## src/hdl/tti_tx_pkg.sv

```systemverilog
// TTI transmit path package with shared widths, descriptor fields and the data word type.

package tti_tx_pkg;

  // Width of one descriptor word as written by software.
  localparam int unsigned TxDescWidth = 32;

  // Width of one data word in the TX data queue.
  localparam int unsigned TxWordWidth = 32;

  // The message length field and the byte counter share this width.
  localparam int unsigned TxLenWidth = 16;
  localparam int unsigned TxLenLsb = 0; // Length sits in the low half of the descriptor.

  // Fill level reported by each queue.
  localparam int unsigned TxLevelWidth = 16;

  // One data word, seen either whole or as four bytes.
  // The byte view puts byte 0 at the low end, so it goes out first.
  typedef union packed {
    logic [TxWordWidth-1:0] word;
    logic [3:0][7:0]        bytes;
  } tx_word_u;

endpackage

```

## src/hdl/tti_sync_fifo.sv

```systemverilog
// Synchronous FIFO with valid/ready on both sides and a fill level output.

`timescale 1ns/1ps

module tti_sync_fifo #(
  parameter int unsigned Width = 32,
  parameter int unsigned Depth = 4
) (
  input  logic                                clk_i,
  input  logic                                rst_ni,
  input  logic                                wvalid_i,
  output logic                                wready_o,
  input  logic [Width-1:0]                    wdata_i,
  output logic                                rvalid_o,
  input  logic                                rready_i,
  output logic [Width-1:0]                    rdata_o,
  output logic [tti_tx_pkg::TxLevelWidth-1:0] level_o
);

  import tti_tx_pkg::*;

  localparam int unsigned PtrWidth = (Depth > 1) ? $clog2(Depth) : 1;
  localparam logic [PtrWidth-1:0] LastPtr = PtrWidth'(Depth - 1);
  localparam logic [TxLevelWidth-1:0] FullLevel = TxLevelWidth'(Depth);

  logic [Width-1:0]        mem_q [Depth];
  logic [PtrWidth-1:0]     wr_ptr_q;
  logic [PtrWidth-1:0]     rd_ptr_q;
  logic [TxLevelWidth-1:0] count_q;
  logic [TxLevelWidth-1:0] count_d;
  logic                    ready_q;
  logic                    push;
  logic                    pop;

  assign push = wvalid_i && wready_o;
  assign pop  = rvalid_o && rready_i;

  assign wready_o = ready_q;           // Registered, so it stays low through reset.
  assign rvalid_o = (count_q != '0);
  assign rdata_o  = mem_q[rd_ptr_q];
  assign level_o  = count_q;

  always_comb begin
    count_d = count_q;
    case ({push, pop})
      2'b10:   count_d = count_q + 1'b1;
      2'b01:   count_d = count_q - 1'b1;
      default: count_d = count_q;
    endcase
  end

  always_ff @(posedge clk_i or negedge rst_ni) begin
    if (!rst_ni) begin
      wr_ptr_q <= '0;
      rd_ptr_q <= '0;
      count_q  <= '0;
      ready_q  <= 1'b0;
    end else begin
      count_q <= count_d;
      ready_q <= (count_d != FullLevel);
      if (push) begin
        wr_ptr_q <= (wr_ptr_q == LastPtr) ? '0 : wr_ptr_q + 1'b1;
      end
      if (pop) begin
        rd_ptr_q <= (rd_ptr_q == LastPtr) ? '0 : rd_ptr_q + 1'b1;
      end
    end
  end

  // Storage is written only on an accepted word.
  always_ff @(posedge clk_i) begin
    if (push) begin
      mem_q[wr_ptr_q] <= wdata_i;
    end
  end

endmodule

```

## src/hdl/tti_tx_width_conv.sv

```systemverilog
// Word to byte converter that holds one data word and hands out its bytes low byte first.

`timescale 1ns/1ps

module tti_tx_width_conv (
  input  logic                 clk_i,
  input  logic                 rst_ni,
  input  logic                 word_valid_i,
  output logic                 word_ready_o,
  input  tti_tx_pkg::tx_word_u word_i,
  input  logic                 flush_i,
  output logic                 byte_valid_o,
  input  logic                 byte_ready_i,
  output logic [7:0]           byte_o
);

  import tti_tx_pkg::*;

  tx_word_u   word_q;
  logic       full_q;
  logic [1:0] idx_q;
  logic       byte_take;
  logic       last_byte;
  logic       load;

  assign byte_take = byte_valid_o && byte_ready_i;
  assign last_byte = (idx_q == 2'd3);

  // Refill when empty, or when the final byte of the held word leaves this cycle.
  assign word_ready_o = !full_q || (last_byte && byte_take);
  assign load         = word_valid_i && word_ready_o;

  assign byte_valid_o = full_q;
  assign byte_o       = word_q.bytes[idx_q];

  always_ff @(posedge clk_i or negedge rst_ni) begin
    if (!rst_ni) begin
      full_q <= 1'b0;
      idx_q  <= 2'd0;
    end else begin
      if (load) begin
        full_q <= 1'b1;
        idx_q  <= 2'd0;
      end else if (byte_take && last_byte) begin
        full_q <= 1'b0; // Word used up and nothing waiting behind it.
        idx_q  <= 2'd0;
      end else if (flush_i) begin
        idx_q <= 2'd0;
      end else if (byte_take) begin
        idx_q <= idx_q + 2'd1;
      end
    end
  end

  always_ff @(posedge clk_i) begin
    if (load) begin
      word_q <= word_i;
    end
  end

endmodule

```

## src/hdl/descriptor_tx.sv

```systemverilog
// TX descriptor handler that gates private reads on queued data, marks the last byte and flushes.

`timescale 1ns/1ps

module descriptor_tx (
  input  logic                                clk_i,
  input  logic                                rst_ni,

  // Descriptor queue read side.
  input  logic                                tti_tx_desc_queue_rvalid_i,
  output logic                                tti_tx_desc_queue_rready_o,
  input  logic [tti_tx_pkg::TxDescWidth-1:0]  tti_tx_desc_queue_rdata_i,

  // Byte stream from the width converter, plus the data queue level.
  input  logic                                tti_tx_queue_rvalid_i,
  input  logic [tti_tx_pkg::TxLevelWidth-1:0] tti_tx_queue_depth_i,
  output logic                                tti_tx_queue_rready_o,
  input  logic [7:0]                          tti_tx_queue_rdata_i,
  output logic                                tx_queue_flush_o,

  // Target FSM side.
  input  logic                                tx_start_i,
  input  logic                                tx_abort_i,
  output logic                                tx_desc_avail_o,
  output logic [7:0]                          tx_byte_o,
  output logic                                tx_byte_last_o,
  output logic                                tx_byte_valid_o,
  input  logic                                tx_byte_ready_i,

  input  logic                                recovery_mode_enter_i
);

  import tti_tx_pkg::*;

  logic [TxLenWidth-1:0]   desc_len_q;
  logic                    desc_valid_q;
  logic                    tx_pending_q;
  logic                    flush_q;
  logic [TxLenWidth-1:0]   byte_cnt_q;
  logic [TxLenWidth-1:0]   len_words;
  logic [TxLevelWidth:0]   words_avail;
  logic                    abort_req;
  logic                    desc_pop;
  logic                    tx_start;
  logic                    tx_end;
  logic                    byte_take;
  logic                    flush_start;
  logic                    flush_done;

  assign abort_req = tx_abort_i || recovery_mode_enter_i;

  // A descriptor is taken only on a start request with nothing held and no flush going on.
  assign desc_pop = !desc_valid_q && tx_start_i && tti_tx_desc_queue_rvalid_i &&
                    !flush_q && !abort_req;
  assign tti_tx_desc_queue_rready_o = desc_pop;
  assign tx_desc_avail_o = tti_tx_desc_queue_rvalid_i;

  // The converter holds one more word than the queue level shows.
  assign len_words   = desc_len_q >> 2;
  assign words_avail = {1'b0, tti_tx_queue_depth_i} + 1'b1;
  assign tx_start    = !tx_pending_q && desc_valid_q &&
                       (words_avail >= (TxLevelWidth + 1)'(len_words));

  assign byte_take = tti_tx_queue_rvalid_i && tti_tx_queue_rready_o;
  assign tx_end    = tx_pending_q && tx_byte_valid_o && tx_byte_ready_i &&
                     (byte_cnt_q == TxLenWidth'(1));

  // Drain only if a message is actually in flight or waiting for its data.
  assign flush_start = abort_req && !flush_q &&
                       ((tx_pending_q && !tx_end) || (desc_valid_q && !tx_pending_q));
  assign flush_done  = flush_q && tti_tx_queue_rvalid_i && (byte_cnt_q == TxLenWidth'(1));

  assign tx_byte_valid_o = tx_pending_q && tti_tx_queue_rvalid_i;
  assign tx_byte_last_o  = tx_byte_valid_o && (byte_cnt_q == TxLenWidth'(1));
  assign tx_byte_o       = tti_tx_queue_rdata_i;
  assign tti_tx_queue_rready_o = (tx_byte_valid_o && tx_byte_ready_i) ||
                                 (flush_q && tti_tx_queue_rvalid_i);

  assign tx_queue_flush_o = tx_end || flush_done; // Resync the converter at a message edge.

  always_ff @(posedge clk_i or negedge rst_ni) begin
    if (!rst_ni) begin
      desc_valid_q <= 1'b0;
      tx_pending_q <= 1'b0;
      flush_q      <= 1'b0;
    end else begin
      if (abort_req || tx_end) begin
        desc_valid_q <= 1'b0;
      end else if (desc_pop) begin
        desc_valid_q <= 1'b1;
      end

      if (abort_req || tx_end) begin
        tx_pending_q <= 1'b0;
      end else if (tx_start) begin
        tx_pending_q <= 1'b1;
      end

      if (flush_start) begin
        flush_q <= 1'b1;
      end else if (flush_done) begin
        flush_q <= 1'b0;
      end
    end
  end

  // Counts bytes still owed for the current message, whether sent or drained.
  always_ff @(posedge clk_i or negedge rst_ni) begin
    if (!rst_ni) begin
      byte_cnt_q <= '0;
    end else if (tx_start || (flush_start && !tx_pending_q)) begin
      byte_cnt_q <= desc_len_q;
    end else if (byte_take) begin
      byte_cnt_q <= byte_cnt_q - 1'b1;
    end
  end

  always_ff @(posedge clk_i) begin
    if (desc_pop) begin
      desc_len_q <= tti_tx_desc_queue_rdata_i[TxLenLsb +: TxLenWidth];
    end
  end

endmodule

```

## src/hdl/tti_tx_path.sv

```systemverilog
// TTI transmit path top level with the descriptor and data queues, converter and handler.

`timescale 1ns/1ps

module tti_tx_path #(
  parameter int unsigned DescFifoDepth = 4,
  parameter int unsigned DataFifoDepth = 16
) (
  input  logic                               clk_i,
  input  logic                               rst_ni,
  input  logic                               desc_wvalid_i,
  output logic                               desc_wready_o,
  input  logic [tti_tx_pkg::TxDescWidth-1:0] desc_wdata_i,
  input  logic                               data_wvalid_i,
  output logic                               data_wready_o,
  input  tti_tx_pkg::tx_word_u               data_wdata_i,
  input  logic                               tx_start_i,
  input  logic                               tx_abort_i,
  input  logic                               recovery_mode_enter_i,
  output logic                               tx_desc_avail_o,
  output logic [7:0]                         tx_byte_o,
  output logic                               tx_byte_valid_o,
  output logic                               tx_byte_last_o,
  input  logic                               tx_byte_ready_i
);

  import tti_tx_pkg::*;

  logic                    desc_rvalid;
  logic                    desc_rready;
  logic [TxDescWidth-1:0]  desc_rdata;
  logic                    data_rvalid;
  logic                    data_rready;
  logic [TxWordWidth-1:0]  data_rdata;
  logic [TxLevelWidth-1:0] data_level;
  logic                    byte_valid;
  logic                    byte_ready;
  logic [7:0]              byte_data;
  logic                    queue_flush;

  tti_sync_fifo #(
    .Width (TxDescWidth),
    .Depth (DescFifoDepth)
  ) i_desc_fifo (
    .clk_i    (clk_i),
    .rst_ni   (rst_ni),
    .wvalid_i (desc_wvalid_i),
    .wready_o (desc_wready_o),
    .wdata_i  (desc_wdata_i),
    .rvalid_o (desc_rvalid),
    .rready_i (desc_rready),
    .rdata_o  (desc_rdata),
    .level_o  ()
  );

  tti_sync_fifo #(
    .Width (TxWordWidth),
    .Depth (DataFifoDepth)
  ) i_data_fifo (
    .clk_i    (clk_i),
    .rst_ni   (rst_ni),
    .wvalid_i (data_wvalid_i),
    .wready_o (data_wready_o),
    .wdata_i  (data_wdata_i.word),
    .rvalid_o (data_rvalid),
    .rready_i (data_rready),
    .rdata_o  (data_rdata),
    .level_o  (data_level)
  );

  tti_tx_width_conv i_width_conv (
    .clk_i        (clk_i),
    .rst_ni       (rst_ni),
    .word_valid_i (data_rvalid),
    .word_ready_o (data_rready),
    .word_i       (data_rdata),
    .flush_i      (queue_flush),
    .byte_valid_o (byte_valid),
    .byte_ready_i (byte_ready),
    .byte_o       (byte_data)
  );

  descriptor_tx i_descriptor_tx (
    .clk_i                      (clk_i),
    .rst_ni                     (rst_ni),
    .tti_tx_desc_queue_rvalid_i (desc_rvalid),
    .tti_tx_desc_queue_rready_o (desc_rready),
    .tti_tx_desc_queue_rdata_i  (desc_rdata),
    .tti_tx_queue_rvalid_i      (byte_valid),
    .tti_tx_queue_depth_i       (data_level),
    .tti_tx_queue_rready_o      (byte_ready),
    .tti_tx_queue_rdata_i       (byte_data),
    .tx_queue_flush_o           (queue_flush),
    .tx_start_i                 (tx_start_i),
    .tx_abort_i                 (tx_abort_i),
    .tx_desc_avail_o            (tx_desc_avail_o),
    .tx_byte_o                  (tx_byte_o),
    .tx_byte_last_o             (tx_byte_last_o),
    .tx_byte_valid_o            (tx_byte_valid_o),
    .tx_byte_ready_i            (tx_byte_ready_i),
    .recovery_mode_enter_i      (recovery_mode_enter_i)
  );

endmodule

```

## config.mk

```make
export PLATFORM = sky130hd
export DESIGN_NAME = tti_tx_path
export DESIGN_NICKNAME = d
export VERILOG_FILES = /design/src/hdl/tti_tx_pkg.sv /design/src/hdl/tti_sync_fifo.sv /design/src/hdl/tti_tx_width_conv.sv /design/src/hdl/descriptor_tx.sv /design/src/hdl/tti_tx_path.sv
export SDC_FILE = /design/constraint.sdc
export NUM_CORES = 1
export LEC_CHECK = 0
export BUFFER_PORTS_ARGS = -buffer_cell sky130_fd_sc_hd__buf_2
export CORE_UTILIZATION = 35
export CTS_BUF_LIST = sky130_fd_sc_hd__clkbuf_4 sky130_fd_sc_hd__clkbuf_8 sky130_fd_sc_hd__clkbuf_16
export DETAILED_ROUTE_END_ITERATION = 8
export HOLD_SLACK_MARGIN = 0.08
export PLACE_DENSITY_LB_ADDON = 0.25
export SLEW_MARGIN = 20
export SYNTH_ARGS = -nofsm -noshare
export SYNTH_HDL_FRONTEND = slang
export SYNTH_SLANG_ARGS = --single-unit
```

## constraint.sdc

```tcl
create_clock -name clk_i -period 6.9 [get_ports clk_i]
set_input_delay 2.07 -clock clk_i [delete_from_list [all_inputs] [get_ports clk_i]]
set_output_delay 2.07 -clock clk_i [all_outputs]
set_load 0.02 [all_outputs]
```

# Word-level counts from Yosys, hierarchy flattened
# Memories as Yosys holds them, arrays and structs flattened. A register that Yosys moved wholly into a read port is not among the register bits.
# Cells that the tools add are included.
# classes
bitwise,0
n_eq_ne,12
n_shift,0
reduce_logical,45
addsub,11
n_mux,26
magnitude_cmp,2
mul,0
div_mod_pow,0
# op_table
operator,n
16-bit one-hot mux with 2 select lines,2
16-bit by 1-bit subtractor with 16-bit output (second input constant),3
16-bit by 1-bit adder with 16-bit output (second input constant),2
16-bit two-way mux,2
16-bit nonzero test,2
1-bit logical AND,24
16-bit by 1-bit adder with 17-bit output (second input constant),1
17-bit by 14-bit greater-or-equal comparator with 1-bit output,1
8-bit binary-select mux with 2-bit select,1
16-bit by 1-bit equality test with 1-bit output (second input constant),1
16-bit by 3-bit != test with 1-bit output (second input constant),1
16-bit by 5-bit != test with 1-bit output (second input constant),1
1-bit two-way mux,12
2-bit two-way mux,6
2-bit equality test (second input constant),5
2-bit nonzero test,5
4-bit by 1-bit adder with 4-bit output (second input constant),2
4-bit equality test (second input constant),2
4-bit two-way mux,2
8-bit two-way mux,1
1-bit logical OR,7
2-bit by 1-bit adder with 2-bit output (second input constant),3
1-bit logical NOT,6
2-bit by 1-bit equality test with 1-bit output (second input constant),2
2 further kinds,2
# word_totals
elab_cells,112
in_bits,72
mem_bits_ro,0
latch_bits,0
output_inout_bits,13
mem_bits_rw,640
regBits,68
mem_count,2
# memory_table
name,depth,word_bits,read_ports,rd_ports_with_merged_regs,wr,line_no,text
i_data_fifo.mem_q,16,32,1,1,1,tti_sync_fifo.sv:26,logic [Width-1:0] mem_q [Depth];
i_desc_fifo.mem_q,4,32,1,1,1,tti_sync_fifo.sv:26,

# Logic depth before layout (Yosys ltp)
# depth
word_depth,11
depth_mapped,23
ltp_nobuf,16

# Hierarchy
# From an unflattened synthesis, not the netlist that was laid out.
# hier_totals
hier_cells,1597
area_unflattened_um2,31238.7
# by_module_without_submodules
module,seq_area_each_um2,cells_per_inst,n_inst,area_each_um2
tti_sync_fifo (i_data_fifo),16000.3,945,1,21227.9
tti_sync_fifo (i_desc_fifo),4369.2,379,1,6422.4
descriptor_tx,955.9,215,1,2262.2
tti_tx_width_conv,1036.0,58,1,1326.3

# Worst setup path before layout
# Ideal clock, no wire load.
# synth_timing
path_kind,input to register
startpoint,input port tx_byte_ready_i
endpoint,"register i_data_fifo.ready_q, in the netlist i_data_fifo.wready_o"
path_slack_ns,-1.599
setup_ns,0.139
n_path_buf,6
path_stages,20
t_required_ns,6.761
arrival_time_ns,8.360
cell_sequence,a21o_1 nand2_1 a21oi_1 ha_1 buf_4 buf_4 buf_2 buf_2 buf_2 xor2_1 ha_1 and3b_1 buf_4 o21ai_0 a2111oi_0 mux2i_1 nor3_1 or3_1 or4_1 or4b_1
# synth_via
elab_chain_len,9
word_cells_on_any_way,10
classes_between,eq/ne (3); mux (1); reduce/logical (6)
# synth_lines
item,line_no,text
from (decl),tti_tx_path.sv:24,input logic tx_byte_ready_i
1-bit logical AND (*),descriptor_tx.sv:76,assign tti_tx_queue_rready_o = (tx_byte_valid_o && tx_byte_ready_i) ||
1-bit logical OR (*),descriptor_tx.sv:76,
1-bit logical AND (*),tti_tx_width_conv.sv:26,assign byte_take = byte_valid_o && byte_ready_i;
1-bit logical AND (*),tti_tx_width_conv.sv:30,assign word_ready_o = !full_q || (last_byte && byte_take);
1-bit logical OR (*),tti_tx_width_conv.sv:30,
1-bit logical AND (*),tti_sync_fifo.sv:36,assign pop = rvalid_o && rready_i;
named net i_data_fifo.pop,tti_sync_fifo.sv:33,logic pop;
2-bit by 1-bit equality test with 1-bit output / 2-bit equality test (equally long branches),tti_sync_fifo.sv:45,"case ({push, pop})"
16-bit one-hot mux with 2 select lines (*),tti_sync_fifo.sv:45,
named net i_data_fifo.count_d[8],tti_sync_fifo.sv:30,logic [TxLevelWidth-1:0] count_d;
16-bit by 5-bit != test with 1-bit output (*),tti_sync_fifo.sv:60,ready_q <= (count_d != FullLevel);
to (signal assigned),tti_sync_fifo.sv:60,
to (decl),tti_sync_fifo.sv:31,logic ready_q;
# Mark *: on every way through the listed nets, which the timed path passes. The rest lies on a longest branch.
# A chain may end at the register's enable or synchronous reset.

==> metrics <==
top post-synthesis cells by area edfxtp_1, mux4_2, dfrtp_1; Net Switching 4.05 mW; most frequent cells in the layout edfxtp_1, mux4_2, clkbuf_16; Tmin final 5.63 ns; MaxCap Viol Count 0; sequential fraction of the synthesis area 0.708; Critical Path Start Type input port; Via density 5.28; clk_lat worst skew 0.63 ns; CTS max path bufs 3; Clock Power Share 0.292; Yosys cell types 79; Seq pwr share 0.439; core area 81100 um2; die height 289 um; WP data arrival 6.12 ns; vias in the first global route 14900; Async S/R FF share, synth 0.0983; # rows 104; final wirelength 65500 um; Remaining DRCs 0; Synth Instances 1541; largest net degree at the start of global routing 129; leading cell type in the layout, fill and taps excluded edfxtp_1; proportion of netlist area held by the largest area contributor 0.649; CP bufs+invs 2; hold slack 0.489 ns; CP required 7.39 ns; Mapped Nets 1661; Slowest-stage cell, CP ha_1; Internal Power 9.19 mW; Max rail drop VDD 0.000358 V; crit share post-route 0.816; Final #Nets 1749; Sw Ratio 0.306; H-tree levels 3; Crit. path cell count 14; IO Port Bufs 68; clk slew on worst S/H paths 0.06 ns; GRT Total Usage 0.159; Post-synth EDFFs 624; CP max stage delay 0.51 ns; Post-CTS Resized 0; Logic pwr share 0.269; relative slew slack 0.261; Detail Route Antenna Nets 0; Worst R2R Path Depth 14; DIE WIDTH 289 um; Root Buffer clkbuf_16; number of setup violations in the final report 0; leading area contributor after synthesis edfxtp_1; synthesis-stage register bit count 692; cells along the critical path buf_2 -> nor2_1 -> and4_1 -> ha_1 -> inv_1 -> fa_1 -> nor2b_1 -> or4_1 -> nand3_1 -> nor4bb_1 -> o2111a_1 -> or4b_1 -> a2111oi_0 -> nand4bb_1; CP Max Fanout 12; Pleak 10.7 nW; slew at the pin with the worst max-slew slack 1.11 ns; setup ws final 1.27 ns; worst setup path class input port to flop; Initial DRT Pass Iterations 7; routed vias 14500; mapped cell area 28900 um2; initial antenna violation count 9; RSZ-0062 raised after global routing false; Worst Clk Skew 0.0470 ns; die area 83700 um2; Crit. End Element flop; Ys Warns 0; gp weighted congestion 0.833; final setup TNS 0 ns; status completed; HP Class flop to flop; pwr dens 402 nW/um2; CTS tree built; Setup Buffers After CTS 0; Avg Inst Size Synth 18.7 um2; Ports 85; Place WS 0.589 ns; Top delay family on crit path simple AND/OR/NAND/NOR gates; initial core utilization 0.356; Initial DRC Count 1185; DP Wirelength 37100 um; Power, Total 13.2 mW; fmax 178 MHz; Synth Flop Type edfxtp_1; drt wl/cell 23.8 um; ratio of cells with drive above 1 in the final layout 0.265; TritonCTS Buffers 74; Fin. Hold Viols 0; Hold Crit Depth 1; CTS Sinks 692; Fillers 7196; first-pass GRT wire length 97700 um; Overflow after GRT 0; hold buffers post-CTS 0; Final Max Tran Viols 0; Syn-to-layout area delta 14.0%
-- stage by stage --
stage,std cells,instance area [um2],utilization
5_1_grt,2746,32900,0.406
4_1_cts,2745,32900,0.406
2_1_floorplan,1541,28900,-
3_5_place_dp,2613,30500,0.377
3_3_place_gp,2613,30500,0.377
6_report,2747,32900,0.406
-- layer usage --
metal,global-route usage,vias up,routed length (um)
met5,0,-,88
met4,0.0396,14,1140
met3,0.0361,88,3400
met2,0.256,302,31800
met1,0.217,7632,29100
li1,-,6467,-
-- synthesized netlist by cell type, types with 5 or more instances --
| library cell | count |
|---|---|
| edfxtp_1 | 624 |
| or3_1 | 6 |
| mux2_2 | 9 |
| dfrtp_1 | 68 |
| nor2b_1 | 5 |
| nand2_1 | 59 |
| nand3_1 | 18 |
| mux4_2 | 184 |
| or4_1 | 9 |
| and2_1 | 7 |
| inv_1 | 35 |
| o211ai_1 | 6 |
| xor2_1 | 17 |
| o21a_1 | 9 |
| a21o_1 | 8 |
| clkbuf_1 | 41 |
| o21ai_0 | 32 |
| nand2b_1 | 8 |
| xnor2_1 | 38 |
| buf_2 | 10 |
| o31ai_1 | 5 |
| nor4_1 | 13 |
| buf_1 | 20 |
| and4_1 | 5 |
| and3_1 | 7 |
| or2_2 | 8 |
| nand4_1 | 11 |
| mux2i_1 | 14 |
| ha_1 | 47 |
| buf_4 | 10 |
| nor3_1 | 25 |
| a21oi_1 | 41 |
| nor2_1 | 56 |
-- final timing paths --
check | from | slack (ns) | end
setup / recovery | recovery_mode_enter_i | 1.27 | i_desc_fifo.wready_o
hold / removal | i_descriptor_tx.desc_len_q[1] | 0.49 | i_descriptor_tx.byte_cnt_q[1]
setup reg to reg | i_data_fifo.level_o[8] | 1.62 | i_data_fifo.wready_o
hold reg to reg | i_descriptor_tx.desc_len_q[1] | 0.49 | i_descriptor_tx.byte_cnt_q[1]
max in group asynchronous | rst_ni | 4.61 | i_data_fifo.rd_ptr_q[1]
min in group asynchronous | rst_ni | 1.60 | i_data_fifo.level_o[8]
-- cell type report --
type / instances / area [um2] / area share
flip-flops and latches: 692 / 20400 / 0.621
repair buffers: 98 / 593 / 0.0180
diodes: 2 / 5.00 / 0.000152
inverters: 36 / 135 / 0.00410
multi-input cells: 727 / 8050 / 0.244
clock buffers: 88 / 1970 / 0.0600
well taps: 1060 / 1330 / 0.0403
clock inverters: 44 / 399 / 0.0121
-- logic make-up (layout without fill, tap and decap cells) --
family                     after synthesis  after routing  synth area share
AOI/OAI and AO/OA                      158            158            0.0364
xor gates and xnor gates                56             56            0.0172
adders and majority gates               48             48            0.0211
buffers and inverters                  122            266            0.0187
DFF                                    692            692             0.708
muxes                                  207            207             0.152
other                                    0              2                 0
and+or+nand+nor                        258            258            0.0470
-- state kept, by name, summed over array words and instances (netlist names), 2 cells and up --
name / cells
i_data_fifo.level_o: 16
i_data_fifo.mem_q: 512
i_data_fifo.rd_ptr_q: 4
i_data_fifo.wr_ptr_q: 4
i_desc_fifo.level_o: 16
i_desc_fifo.mem_q: 64
i_desc_fifo.rd_ptr_q: 2
i_desc_fifo.wr_ptr_q: 2
i_descriptor_tx.byte_cnt_q: 16
i_descriptor_tx.desc_len_q: 16
i_width_conv.idx_q: 2
i_width_conv.word_q: 32
-- power by group through the flow --
stage          Sequential (mW)  Combinational [mW]  Clock [mW]
4_1_cts                   5.83                3.64        3.95
3_5_place_dp              5.91                3.63           0
2_1_floorplan             5.51                2.86           0
5_1_grt                   5.90                3.86        4.12
3_3_place_gp              5.88                3.59           0
6_report                  5.81                3.56        3.87
No activity file was read; power rests on OpenSTA's default activity.
